[config.mk]
export PLATFORM = sky130hd
export DESIGN_NAME = rvv_alu_top
export DESIGN_NICKNAME = d
export VERILOG_FILES = /design/src/rvv_alu_pkg.sv /design/src/rvv_alu_top.sv /design/src/rvv_alu.sv /design/src/rvv_alu_result.sv /design/src/rvv_alu_execute.sv /design/src/rvv_alu_decode.sv /design/src/rvv_alu_rs_fifo.sv
export SDC_FILE = /design/constraint.sdc
export NUM_CORES = 2
export LEC_CHECK = 0
export ABC_CLOCK_PERIOD_IN_PS = 6900
export BUFFER_PORTS_ARGS = -buffer_cell sky130_fd_sc_hd__buf_2
export CAP_MARGIN = 20
export CORE_MARGIN = 5
export CORE_UTILIZATION = 55
export DETAILED_ROUTE_END_ITERATION = 7
export PLACE_DENSITY = 0.76
export SETUP_SLACK_MARGIN = 0.4
export SLEW_MARGIN = 20
export SYNTH_ARGS = -nofsm -noshare
export SYNTH_HDL_FRONTEND = slang
export SYNTH_SLANG_ARGS = --single-unit
[constraint.sdc]
create_clock -name clk -period 6.9 [get_ports clk]
set_input_delay 0.345 -clock clk [delete_from_list [all_inputs] [get_ports clk]]
set_output_delay 0.345 -clock clk [all_outputs]
set_load 0.1 [all_outputs]
[src/rvv_alu_pkg.sv]
/*
  RVV ALU shared definitions
  Widths, opcode and element width codes, decoded operation classes
  and the vector word union read as bytes, halfwords or one word.
*/

package rvv_alu_pkg;

  // datapath and ROB sizes
  localparam int vlen_w   = 32;
  localparam int rob_w    = 4;
  localparam int shamt_w  = $clog2(vlen_w);

  // ALU reservation station
  localparam int rs_depth = 8;
  localparam int rs_ptr_w = $clog2(rs_depth);
  localparam int rs_cnt_w = rs_ptr_w + 1;

  // opcodes
  localparam int op_w = 3;
  localparam logic [op_w-1:0] op_add  = 3'd0;
  localparam logic [op_w-1:0] op_sub  = 3'd1;
  localparam logic [op_w-1:0] op_and  = 3'd2;
  localparam logic [op_w-1:0] op_or   = 3'd3;
  localparam logic [op_w-1:0] op_xor  = 3'd4;
  localparam logic [op_w-1:0] op_minu = 3'd5;
  localparam logic [op_w-1:0] op_maxu = 3'd6;
  localparam logic [op_w-1:0] op_sll  = 3'd7;

  // element width, code 3 is reserved and treated as 32 bit
  localparam int sew_w = 2;
  localparam logic [sew_w-1:0] sew_8  = 2'd0;
  localparam logic [sew_w-1:0] sew_16 = 2'd1;
  localparam logic [sew_w-1:0] sew_32 = 2'd2;

  // operation classes out of decode
  localparam int cls_w = 2;
  localparam logic [cls_w-1:0] cls_arith  = 2'd0;
  localparam logic [cls_w-1:0] cls_logic  = 2'd1;
  localparam logic [cls_w-1:0] cls_minmax = 2'd2;
  localparam logic [cls_w-1:0] cls_shift  = 2'd3;

  // bitwise function select
  localparam int lfn_w = 2;
  localparam logic [lfn_w-1:0] lfn_and = 2'd0;
  localparam logic [lfn_w-1:0] lfn_or  = 2'd1;
  localparam logic [lfn_w-1:0] lfn_xor = 2'd2;

  // one vector word, viewed per element width
  typedef union packed {
    logic [vlen_w/8-1:0][7:0]   b;
    logic [vlen_w/16-1:0][15:0] h;
    logic [vlen_w-1:0]          w;
  } vec_word_u;

endpackage
[src/rvv_alu_top.sv]
/*
  RVV ALU execution cluster top
  Reservation station feeding the two-lane ALU, results to the ROB.
*/

`timescale 1ns/1ps

module rvv_alu_top (
  input  logic                            clk,
  input  logic                            rst,
  input  logic                            push,
  input  logic [rvv_alu_pkg::op_w-1:0]    in_op,
  input  logic [rvv_alu_pkg::sew_w-1:0]   in_sew,
  input  logic [rvv_alu_pkg::vlen_w-1:0]  in_vs1,
  input  logic [rvv_alu_pkg::vlen_w-1:0]  in_vs2,
  input  logic [rvv_alu_pkg::rob_w-1:0]   in_rob_entry,
  output logic                            full,
  output logic                            result0_valid,
  output rvv_alu_pkg::vec_word_u          result0_data,
  output logic [rvv_alu_pkg::rob_w-1:0]   result0_rob_entry,
  input  logic                            result0_ready,
  output logic                            result1_valid,
  output rvv_alu_pkg::vec_word_u          result1_data,
  output logic [rvv_alu_pkg::rob_w-1:0]   result1_rob_entry,
  input  logic                            result1_ready
);
  import rvv_alu_pkg::*;

  // reservation station to ALU
  logic               pop0;
  logic               pop1;
  logic               fifo_empty;
  logic               fifo_1left;
  logic [op_w-1:0]    uop0_op;
  logic [sew_w-1:0]   uop0_sew;
  logic [vlen_w-1:0]  uop0_vs1;
  logic [vlen_w-1:0]  uop0_vs2;
  logic [rob_w-1:0]   uop0_rob_entry;
  logic [op_w-1:0]    uop1_op;
  logic [sew_w-1:0]   uop1_sew;
  logic [vlen_w-1:0]  uop1_vs1;
  logic [vlen_w-1:0]  uop1_vs2;
  logic [rob_w-1:0]   uop1_rob_entry;

  rvv_alu_rs_fifo i_rs_fifo (.*);

  rvv_alu i_alu (.*);

endmodule

[src/rvv_alu.sv]
/*
  RVV two-lane ALU
  Issues up to two uops per cycle in order from the reservation
  station, each lane with decode, execute and a result slot.
*/

`timescale 1ns/1ps

module rvv_alu (
  input  logic                            clk,
  input  logic                            rst,
  input  logic                            fifo_empty,
  input  logic                            fifo_1left,
  input  logic [rvv_alu_pkg::op_w-1:0]    uop0_op,
  input  logic [rvv_alu_pkg::sew_w-1:0]   uop0_sew,
  input  logic [rvv_alu_pkg::vlen_w-1:0]  uop0_vs1,
  input  logic [rvv_alu_pkg::vlen_w-1:0]  uop0_vs2,
  input  logic [rvv_alu_pkg::rob_w-1:0]   uop0_rob_entry,
  input  logic [rvv_alu_pkg::op_w-1:0]    uop1_op,
  input  logic [rvv_alu_pkg::sew_w-1:0]   uop1_sew,
  input  logic [rvv_alu_pkg::vlen_w-1:0]  uop1_vs1,
  input  logic [rvv_alu_pkg::vlen_w-1:0]  uop1_vs2,
  input  logic [rvv_alu_pkg::rob_w-1:0]   uop1_rob_entry,
  input  logic                            result0_ready,
  input  logic                            result1_ready,
  output logic                            pop0,
  output logic                            pop1,
  output logic                            result0_valid,
  output rvv_alu_pkg::vec_word_u          result0_data,
  output logic [rvv_alu_pkg::rob_w-1:0]   result0_rob_entry,
  output logic                            result1_valid,
  output rvv_alu_pkg::vec_word_u          result1_data,
  output logic [rvv_alu_pkg::rob_w-1:0]   result1_rob_entry
);
  import rvv_alu_pkg::*;

  logic [op_w-1:0]    lane_op    [2];
  logic [sew_w-1:0]   lane_sew   [2];
  vec_word_u          lane_vs1   [2];
  vec_word_u          lane_vs2   [2];
  logic [rob_w-1:0]   lane_rob   [2];
  logic               lane_load  [2];
  logic               lane_ready [2];
  logic               lane_valid [2];
  logic               lane_accept[2];
  vec_word_u          lane_data  [2];
  logic [rob_w-1:0]   lane_tag   [2];

  // lane 1 only pairs with lane 0, keeping issue in order
  assign pop0 = !fifo_empty && lane_accept[0];
  assign pop1 = pop0 && !fifo_1left && lane_accept[1];

  assign lane_op[0]    = uop0_op;
  assign lane_op[1]    = uop1_op;
  assign lane_sew[0]   = uop0_sew;
  assign lane_sew[1]   = uop1_sew;
  assign lane_vs1[0]   = uop0_vs1;
  assign lane_vs1[1]   = uop1_vs1;
  assign lane_vs2[0]   = uop0_vs2;
  assign lane_vs2[1]   = uop1_vs2;
  assign lane_rob[0]   = uop0_rob_entry;
  assign lane_rob[1]   = uop1_rob_entry;
  assign lane_load[0]  = pop0;
  assign lane_load[1]  = pop1;
  assign lane_ready[0] = result0_ready;
  assign lane_ready[1] = result1_ready;

  assign result0_valid     = lane_valid[0];
  assign result0_data      = lane_data[0];
  assign result0_rob_entry = lane_tag[0];
  assign result1_valid     = lane_valid[1];
  assign result1_data      = lane_data[1];
  assign result1_rob_entry = lane_tag[1];

  for (genvar n = 0; n < 2; n++) begin : g_lane
    logic [cls_w-1:0]   cls;
    logic               sub_sel;
    logic               max_sel;
    logic [lfn_w-1:0]   logic_fn;
    logic [shamt_w-1:0] shamt_mask;
    vec_word_u          res;

    rvv_alu_decode i_decode (
      .op         (lane_op[n]),
      .sew        (lane_sew[n]),
      .cls        (cls),
      .sub_sel    (sub_sel),
      .max_sel    (max_sel),
      .logic_fn   (logic_fn),
      .shamt_mask (shamt_mask)
    );

    rvv_alu_execute i_execute (
      .sew        (lane_sew[n]),
      .cls        (cls),
      .sub_sel    (sub_sel),
      .max_sel    (max_sel),
      .logic_fn   (logic_fn),
      .shamt_mask (shamt_mask),
      .vs1        (lane_vs1[n]),
      .vs2        (lane_vs2[n]),
      .res        (res)
    );

    rvv_alu_result i_result (
      .clk            (clk),
      .rst            (rst),
      .load           (lane_load[n]),
      .res            (res),
      .rob_entry      (lane_rob[n]),
      .ready          (lane_ready[n]),
      .valid          (lane_valid[n]),
      .data           (lane_data[n]),
      .data_rob_entry (lane_tag[n]),
      .accept         (lane_accept[n])
    );
  end

endmodule

[src/rvv_alu_result.sv]
/*
  RVV ALU result slot
  Holds one result and its ROB tag until the ROB takes it.
*/

`timescale 1ns/1ps

module rvv_alu_result (
  input  logic                          clk,
  input  logic                          rst,
  input  logic                          load,
  input  rvv_alu_pkg::vec_word_u        res,
  input  logic [rvv_alu_pkg::rob_w-1:0] rob_entry,
  input  logic                          ready,
  output logic                          valid,
  output rvv_alu_pkg::vec_word_u        data,
  output logic [rvv_alu_pkg::rob_w-1:0] data_rob_entry,
  output logic                          accept
);
  import rvv_alu_pkg::*;

  // free, or draining this cycle
  assign accept = !valid || ready;

  always_ff @(posedge clk) begin
    if (rst)
      valid <= 1'b0;
    else if (load)
      valid <= 1'b1;
    else if (valid && ready)
      valid <= 1'b0;
  end

  always_ff @(posedge clk) begin
    if (load) begin
      data           <= res;
      data_rob_entry <= rob_entry;
    end
  end

endmodule

[src/rvv_alu_execute.sv]
/*
  RVV ALU element-wise execute
  Add/sub, bitwise logic, unsigned min/max and shift left over the
  byte, halfword or word view. No carry crosses an element.
*/

`timescale 1ns/1ps

module rvv_alu_execute (
  input  logic [rvv_alu_pkg::sew_w-1:0]   sew,
  input  logic [rvv_alu_pkg::cls_w-1:0]   cls,
  input  logic                            sub_sel,
  input  logic                            max_sel,
  input  logic [rvv_alu_pkg::lfn_w-1:0]   logic_fn,
  input  logic [rvv_alu_pkg::shamt_w-1:0] shamt_mask,
  input  rvv_alu_pkg::vec_word_u          vs1,
  input  rvv_alu_pkg::vec_word_u          vs2,
  output rvv_alu_pkg::vec_word_u          res
);
  import rvv_alu_pkg::*;

  // one element, zero-extended operands, caller keeps the low bits
  function automatic logic [vlen_w-1:0] elem_op(
    input logic [vlen_w-1:0]  a,
    input logic [vlen_w-1:0]  b,
    input logic [cls_w-1:0]   c,
    input logic               sub,
    input logic               mx,
    input logic [lfn_w-1:0]   fn,
    input logic [shamt_w-1:0] mask
  );
    logic [vlen_w-1:0] r;
    logic              lt;
    lt = (a < b);
    case (c)
      cls_arith: r = sub ? (a - b) : (a + b);
      cls_logic: begin
        case (fn)
          lfn_and: r = a & b;
          lfn_or:  r = a | b;
          default: r = a ^ b;
        endcase
      end
      // min keeps a when smaller, max flips the pick
      cls_minmax: r = (lt ^ mx) ? a : b;
      default:    r = a << (b[shamt_w-1:0] & mask);
    endcase
    return r;
  endfunction

  always_comb begin
    logic [vlen_w-1:0] er;
    er  = '0;
    res = '0;
    case (sew)
      sew_8: begin
        for (int i = 0; i < vlen_w/8; i++) begin
          er = elem_op(vlen_w'(vs2.b[i]), vlen_w'(vs1.b[i]), cls, sub_sel, max_sel,
                       logic_fn, shamt_mask);
          res.b[i] = er[7:0];
        end
      end
      sew_16: begin
        for (int i = 0; i < vlen_w/16; i++) begin
          er = elem_op(vlen_w'(vs2.h[i]), vlen_w'(vs1.h[i]), cls, sub_sel, max_sel,
                       logic_fn, shamt_mask);
          res.h[i] = er[15:0];
        end
      end
      // sew_32 and the reserved code
      default: begin
        res.w = elem_op(vs2.w, vs1.w, cls, sub_sel, max_sel, logic_fn, shamt_mask);
      end
    endcase
  end

endmodule

[src/rvv_alu_decode.sv]
/*
  RVV ALU uop decode
  Maps opcode to an operation class with its selects, and the
  element width to the shift amount mask.
*/

`timescale 1ns/1ps

module rvv_alu_decode (
  input  logic [rvv_alu_pkg::op_w-1:0]    op,
  input  logic [rvv_alu_pkg::sew_w-1:0]   sew,
  output logic [rvv_alu_pkg::cls_w-1:0]   cls,
  output logic                            sub_sel,
  output logic                            max_sel,
  output logic [rvv_alu_pkg::lfn_w-1:0]   logic_fn,
  output logic [rvv_alu_pkg::shamt_w-1:0] shamt_mask
);
  import rvv_alu_pkg::*;

  always_comb begin
    cls      = cls_arith;
    sub_sel  = 1'b0;
    max_sel  = 1'b0;
    logic_fn = lfn_and;
    case (op)
      op_add:  cls = cls_arith;
      op_sub: begin
        cls     = cls_arith;
        sub_sel = 1'b1;
      end
      op_and:  cls = cls_logic;
      op_or: begin
        cls      = cls_logic;
        logic_fn = lfn_or;
      end
      op_xor: begin
        cls      = cls_logic;
        logic_fn = lfn_xor;
      end
      op_minu: cls = cls_minmax;
      op_maxu: begin
        cls     = cls_minmax;
        max_sel = 1'b1;
      end
      default: cls = cls_shift;
    endcase
  end

  // shift amount limited to the element width
  always_comb begin
    case (sew)
      sew_8:   shamt_mask = 5'b00111;
      sew_16:  shamt_mask = 5'b01111;
      default: shamt_mask = 5'b11111;
    endcase
  end

endmodule

[src/rvv_alu_rs_fifo.sv]
/*
  ALU reservation station
  Circular buffer with one push and up to two pops per cycle.
  Presents the two oldest uops plus empty and one-left flags.
*/

`timescale 1ns/1ps

module rvv_alu_rs_fifo (
  input  logic                            clk,
  input  logic                            rst,
  input  logic                            push,
  input  logic [rvv_alu_pkg::op_w-1:0]    in_op,
  input  logic [rvv_alu_pkg::sew_w-1:0]   in_sew,
  input  logic [rvv_alu_pkg::vlen_w-1:0]  in_vs1,
  input  logic [rvv_alu_pkg::vlen_w-1:0]  in_vs2,
  input  logic [rvv_alu_pkg::rob_w-1:0]   in_rob_entry,
  input  logic                            pop0,
  input  logic                            pop1,
  output logic                            full,
  output logic                            fifo_empty,
  output logic                            fifo_1left,
  output logic [rvv_alu_pkg::op_w-1:0]    uop0_op,
  output logic [rvv_alu_pkg::sew_w-1:0]   uop0_sew,
  output logic [rvv_alu_pkg::vlen_w-1:0]  uop0_vs1,
  output logic [rvv_alu_pkg::vlen_w-1:0]  uop0_vs2,
  output logic [rvv_alu_pkg::rob_w-1:0]   uop0_rob_entry,
  output logic [rvv_alu_pkg::op_w-1:0]    uop1_op,
  output logic [rvv_alu_pkg::sew_w-1:0]   uop1_sew,
  output logic [rvv_alu_pkg::vlen_w-1:0]  uop1_vs1,
  output logic [rvv_alu_pkg::vlen_w-1:0]  uop1_vs2,
  output logic [rvv_alu_pkg::rob_w-1:0]   uop1_rob_entry
);
  import rvv_alu_pkg::*;

  logic [op_w-1:0]     mem_op  [rs_depth];
  logic [sew_w-1:0]    mem_sew [rs_depth];
  logic [vlen_w-1:0]   mem_vs1 [rs_depth];
  logic [vlen_w-1:0]   mem_vs2 [rs_depth];
  logic [rob_w-1:0]    mem_rob [rs_depth];
  logic [rs_ptr_w-1:0] wr_ptr;
  logic [rs_ptr_w-1:0] rd_ptr;
  logic [rs_ptr_w-1:0] rd_ptr_nxt;
  logic [rs_cnt_w-1:0] count;
  logic                push_ok;
  logic [1:0]          pop_num;

  assign push_ok = push && !full;
  assign pop_num = {1'b0, pop0} + {1'b0, pop1};
  // depth is a power of two, so the pointer wraps by itself
  assign rd_ptr_nxt = rd_ptr + 1'b1;

  assign full       = (count == rs_cnt_w'(rs_depth));
  assign fifo_empty = (count == '0);
  assign fifo_1left = (count == rs_cnt_w'(1));

  always_ff @(posedge clk) begin
    if (push_ok) begin
      mem_op[wr_ptr]  <= in_op;
      mem_sew[wr_ptr] <= in_sew;
      mem_vs1[wr_ptr] <= in_vs1;
      mem_vs2[wr_ptr] <= in_vs2;
      mem_rob[wr_ptr] <= in_rob_entry;
    end
  end

  always_ff @(posedge clk) begin
    if (rst) begin
      wr_ptr <= '0;
      rd_ptr <= '0;
      count  <= '0;
    end else begin
      if (push_ok)
        wr_ptr <= wr_ptr + 1'b1;
      rd_ptr <= rd_ptr + rs_ptr_w'(pop_num);
      count  <= count + rs_cnt_w'(push_ok) - rs_cnt_w'(pop_num);
    end
  end

  // head and next-to-head
  assign uop0_op        = mem_op[rd_ptr];
  assign uop0_sew       = mem_sew[rd_ptr];
  assign uop0_vs1       = mem_vs1[rd_ptr];
  assign uop0_vs2       = mem_vs2[rd_ptr];
  assign uop0_rob_entry = mem_rob[rd_ptr];
  assign uop1_op        = mem_op[rd_ptr_nxt];
  assign uop1_sew       = mem_sew[rd_ptr_nxt];
  assign uop1_vs1       = mem_vs1[rd_ptr_nxt];
  assign uop1_vs2       = mem_vs2[rd_ptr_nxt];
  assign uop1_rob_entry = mem_rob[rd_ptr_nxt];

endmodule

[After elaboration in Yosys (flattened, before gate mapping)]
Memory sizes are Yosys's and may differ from the RTL's. A register that Yosys moved wholly into a read port is not among the register bits.
Cells that the tools add are included.
Word-level totals
  bits in registers: 76
  bits in latches: 0
  RAM bits: 584
  memory bits (read-only): 0
  input port bits: 78
  output and inout port bits: 75
  logic and storage cells: 268
  memories: 5
Cells by class
  $add $sub $neg: 34
  multiply operators: 0
  divide/modulo/power cells: 0
  magnitude comparators: 14
  equal/unequal tests: 22
  shifts and indexed selects: 14
  muxes and demuxes: 78
  bitwise operators: 64
  reduce and logical (&&, ||, !) cells: 30
Memories
  i_rs_fifo.mem_vs1: words 8, bits a word 32, read ports 2, clocked after Yosys merged registers in 1, wr ports 1, line rvv_alu_rs_fifo.sv:38  | logic [vlen_w-1:0] mem_vs1 [rs_depth];
  i_rs_fifo.mem_vs2: words 8, bits a word 32, read ports 2, clocked after Yosys merged registers in 1, wr ports 1, line rvv_alu_rs_fifo.sv:39  | logic [vlen_w-1:0] mem_vs2 [rs_depth];
  i_rs_fifo.mem_rob: words 8, bits a word 4, read ports 2, clocked after Yosys merged registers in 2, wr ports 1, line rvv_alu_rs_fifo.sv:40  | logic [rob_w-1:0] mem_rob [rs_depth];
  i_rs_fifo.mem_op: words 8, bits a word 3, read ports 2, clocked after Yosys merged registers in 1, wr ports 1, line rvv_alu_rs_fifo.sv:36  | logic [op_w-1:0] mem_op [rs_depth];
  i_rs_fifo.mem_sew: words 8, bits a word 2, read ports 2, clocked after Yosys merged registers in 1, wr ports 1, line rvv_alu_rs_fifo.sv:37  | logic [sew_w-1:0] mem_sew [rs_depth];
Operators by type and width (number)
  $pmux W32 S2: 4
  $pmux W16 S3: 4
  $pmux W32 S3: 2
  $pmux W8 S3: 8
  $mux W16: 8
  $mux W32: 4
  $mux W8: 16
  $pmux W16 S2: 4
  $pmux W8 S2: 8
  $add A16 B16 Y16: 4
  $add A32 B32 Y32: 2
  $add A8 B8 Y8: 8
  $and A16 B16 Y16: 4
  $and A32 B32 Y32: 2
  $and A8 B8 Y8: 8
  $lt A16 B16 Y1: 4
  $lt A32 B32 Y1: 2
  $lt A8 B8 Y1: 8
  $or A16 B16 Y16: 4
  $or A32 B32 Y32: 2
  $or A8 B8 Y8: 8
  $shl A16 B5 Y16: 4
  $shl A32 B5 Y32: 2
  $shl A8 B5 Y8: 8
  other kinds (34): 128

[Longest topological paths before layout]
  depth in word-level cells: 8
  gate-level depth with buffers: 26
  gate-level depth less buffers: 17

[Hierarchy]
Synthesis repeated with hierarchy kept, for this count alone.
Second synthesis, totals
  cells, all modules: 4633
  area total of the unflattened synthesis: 51364.3 sq um
Modules (own cells, without submodules)
  rvv_alu_rs_fifo: instances 1, cells each 1173, area each 26857.0 sq um, seq. area each 17737.0 sq um
  rvv_alu_execute at i_alu.g_lane[0].i_execute: instances 1, cells each 1677, area each 11069.4 sq um, seq. area each 0.0 sq um
  rvv_alu_execute at i_alu.g_lane[1].i_execute: instances 1, cells each 1673, area each 10976.8 sq um, seq. area each 0.0 sq um
  rvv_alu_result: instances 2, cells each 40, area each 1127.3 sq um, seq. area each 1101.1 sq um
  rvv_alu_decode: instances 2, cells each 14, area each 92.6 sq um, seq. area each 0.0 sq um
  rvv_alu: instances 1, cells each 2, area each 21.3 sq um, seq. area each 0.0 sq um

[Worst setup path after synthesis]
No wires, ideal clock.
  path type: flip-flop to flip-flop
  start point: register i_rs_fifo.count[2]
  end point: memory i_rs_fifo.mem_op[0][0] (enable)
  library setup time: 0.594 ns
  arrival: 6.526 ns
  data required time: 6.306 ns
  slack: -0.220 ns
  stages on the path, launching flop included: 8
  path buffers: 1
  clock period less this slack: 7.120 ns
  path through: dfxtp_1 -> inv_1 -> ha_1 -> nor3b_1 -> nor2b_1 -> clkbuf_1 -> nand2b_1 -> nor3_1
Between the ends
  word-level cells in the longest chain between the ends: 5
RTL lines
  from (decl): line rvv_alu_rs_fifo.sv:44  | logic [rs_cnt_w-1:0] count;
  from (signal assigned): line rvv_alu_rs_fifo.sv:76  | count <= count + rs_cnt_w'(push_ok) - rs_cnt_w'(pop_num);
  $eq A4 B4 Y1: line rvv_alu_rs_fifo.sv:53  | assign full = (count == rs_cnt_w'(rs_depth));
  via full: line rvv_alu_top.sv:17  | output logic full,
  $logic_not A1 Y1: line rvv_alu_rs_fifo.sv:48  | assign push_ok = push && !full;
  $logic_and A1 B1 Y1: line rvv_alu_rs_fifo.sv:48
  via i_rs_fifo.push_ok: line rvv_alu_rs_fifo.sv:45  | logic push_ok;
  $mux W1: line rvv_alu_rs_fifo.sv:58  | if (push_ok) begin
  $mux W1 (implied by the code): line rvv_alu_rs_fifo.sv:59  | mem_op[wr_ptr] <= in_op;
  to (decl): line rvv_alu_rs_fifo.sv:36
The timed path passes the listed nets, and every way through them passes these cells.

==> results_dict.tcl <==
set metrics [dict create \
    critical_path_peak_fanout 31 \
    clk_latency_ns 0.66 \
    worst_slew_pin_slew_ns 1.185 \
    synthArstFlopShare_pct 0 \
    ys_warn_count 0 \
    hold_path.class "input pin to flop" \
    hold_viol_final 0 \
    io_pins 153 \
    avgSynthCellArea_um2 10.60 \
    critical_path_arrival_ns 6.76 \
    drv_slew 0 \
    cts_buffer_depth 3 \
    core-area_um2 93470 \
    period_minus_slack_ns 6.365 \
    via_count 46540 \
    start_kind "flop" \
    fin_skew_ns 0.05786 \
    synth_cell_types 97 \
    grt_start_max_net_pins 111 \
    routedWlPerCell_um 32.25 \
    slew_headroom_pct 20.01 \
    timing.fmax_mhz 157.1 \
    critPathTopFamily "compound AO/OA/AOI/OAI gates" \
    multi_input_area_um2 29700 \
    drive_above_1_share_pct 19.80 \
    grt_usage_pct 40.43 \
    root_buffer "clkbuf_16" \
    clkSlewWorstSetupHoldPaths_ns 0.06 \
    cp-end-kind "flop" \
    portBuffers 152 \
    antenna_found_initial 14 \
    fillers 7327 \
    grt_setup_unrepaired "false" \
    grt_pass1_vias 44760 \
    setup_viol 0 \
    die_h_um 317.1 \
    cts_made_buffers 74 \
    post-route-period-util_pct 92.24 \
    synth-seq-cells 668 \
    mostFrequentLayoutCells "edfxtp_1, a21oi_1, nand2_1" \
    drt_iter0_drc 7700 \
    slowest_stage "o311ai_0" \
    dieArea_um2 100600 \
    ys.flop_type "edfxtp_1" \
    area_growth_pct 12.78 \
    outcome "complete, but fails checks" \
    viasPerCell 7.201 \
    antenna_left 0 \
    start_util_pct 55.51 \
    cp_cell_sequence "buf_4 -> mux4_2 -> mux2i_4 -> inv_2 -> buf_4 -> ha_1 -> fa_1 -> a21o_1 -> a22oi_1 -> a21oi_1 -> o311ai_0 -> a211oi_1 -> nor3b_1 -> a21boi_0 -> xnor2_1 -> o21ai_1 -> a221o_1" \
    dp_hpwl_mm 148.0 \
    totalWireLength_mm 208.5 \
    violations "DRC" \
    final_common_cell "edfxtp_1" \
    htreeDepth 3 \
    ys_seq_area_share_pct 38.43 \
    rows 112 \
    clock-sinks 668 \
    synthesis.nets 5211 \
    fin_area_um2 58510 \
    criticalPathCategory "flop to flop" \
    utilization_pct 62.60 \
    syn_inst 4896 \
    netlist_area_um2 51880 \
    cp.buffers_inverters 3 \
    cp_common_cell "buf_4" \
    tns_ns 0 \
    overflow 0 \
    first_pass_iters 8 \
    dpl_cell_area_um2 55240 \
    drc 26 \
    slowest_delay_ns 0.88 \
    crit_required_ns 7.29 \
    cts_tree "built" \
    grt_pass1_wl_mm 303.3 \
    regArea_um2 19950 \
    place_congestion 1.094 \
    die_w_um 317.1 \
    final_nets 5452 \
    drv_cap 0 \
    synth_edf_count 656 \
]
-- synth_stat cells (79+ instances only) --
cell | instances | share of area [%]
a21oi_1 | 425 | 4.1
buf_2 | 93 | 0.90
clkbuf_1 | 169 | 1.2
edfxtp_1 | 656 | 38
ha_1 | 219 | 5.3
inv_1 | 209 | 1.5
mux2_2 | 79 | 1.7
mux2i_1 | 282 | 5.4
mux4_2 | 287 | 12
nand2_1 | 402 | 2.9
nand3_1 | 86 | 0.83
nor2_1 | 368 | 2.7
nor3_1 | 80 | 0.77
o211ai_1 | 80 | 1.2
o21ai_0 | 318 | 3.1
xnor2_1 | 96 | 1.6
-- per-layer routing --
metal	global-route usage, %	wire length [um]
met1	53.94	74830
met2	61.90	91570
met3	9.195	26910
met4	22.04	15080
met5	0	66
-- repair_timing --
item,CTS,global route
endpoints found under the hold margin,536,0
resized for setup,0,7
hold buffers,69,0
buffers inserted,0,1
endpoints found under the setup margin,0,44
-- worst paths after layout --
path | slack, ns | from | to | cells after the start
worst max register to register | 0.54 | i_rs_fifo.rd_ptr[2] | i_alu.g_lane[0].i_result.data[28] | 17
worst min register to register | 0.55 | i_rs_fifo.wr_ptr[0] | i_rs_fifo.wr_ptr[0] | 2
worst min-delay path | 0.02 | in_vs1[18] | i_rs_fifo.mem_vs1[0][18] | 1
worst max-delay path | 0.54 | i_rs_fifo.rd_ptr[2] | i_alu.g_lane[0].i_result.data[28] | 17
-- cell families (layout without fill, tap and decap cells) --
family          Yosys count  count (layout)  share of synthesized area [%]
compound gates         1478            1478                          18.43
xor+xnor                121             121                          2.093
fa+ha+maj               237             237                          5.976
buf+inv                 573             875                          4.859
flops                   668             668                          38.43
mux                     670             670                          20.37
other cells               0              11                              0
simple gates           1149            1149                          9.836
-- layout make-up --
class | instances | share of cell area (%)
Sequential cell | 668 | 34.10
Inverter | 227 | 1.456
Clock buffer | 88 | 3.291
Multi-Input combinational cell | 3655 | 50.76
Timing Repair Buffer | 511 | 6.740
Tap cell | 1254 | 2.681
Clock inverter | 49 | 0.9280
Antenna cell | 11 | 0.04704
-- registers in the layout, summed over array words and instances, names as in the netlist --
name	flops
i_rs_fifo.wr_ptr	3
i_alu.g_lane.i_result.data_rob_entry	8
i_rs_fifo.mem_sew	16
i_rs_fifo.mem_op	24
i_rs_fifo.mem_vs2	256
i_rs_fifo.rd_ptr	3
i_rs_fifo.count	4
i_rs_fifo.mem_vs1	256
i_alu.g_lane.i_result.data	64
i_alu.g_lane.i_result.valid	2
i_rs_fifo.mem_rob	32
-- stage by stage --
stage,std cells,setup WS [ns],hold slack [ns]
after CTS,6450,0.4547,0.01022
after detailed placement,6244,0.5172,0.4911
after floorplan,4896,0.5712,0.4166
after global placement,6243,0.5428,0.4853
final,6463,0.5353,0.01673
after global routing,6458,0.4188,0.02055
Power is not shown: default switching activity piles up to over one toggle a cycle in this logic, so the estimate is an artifact.
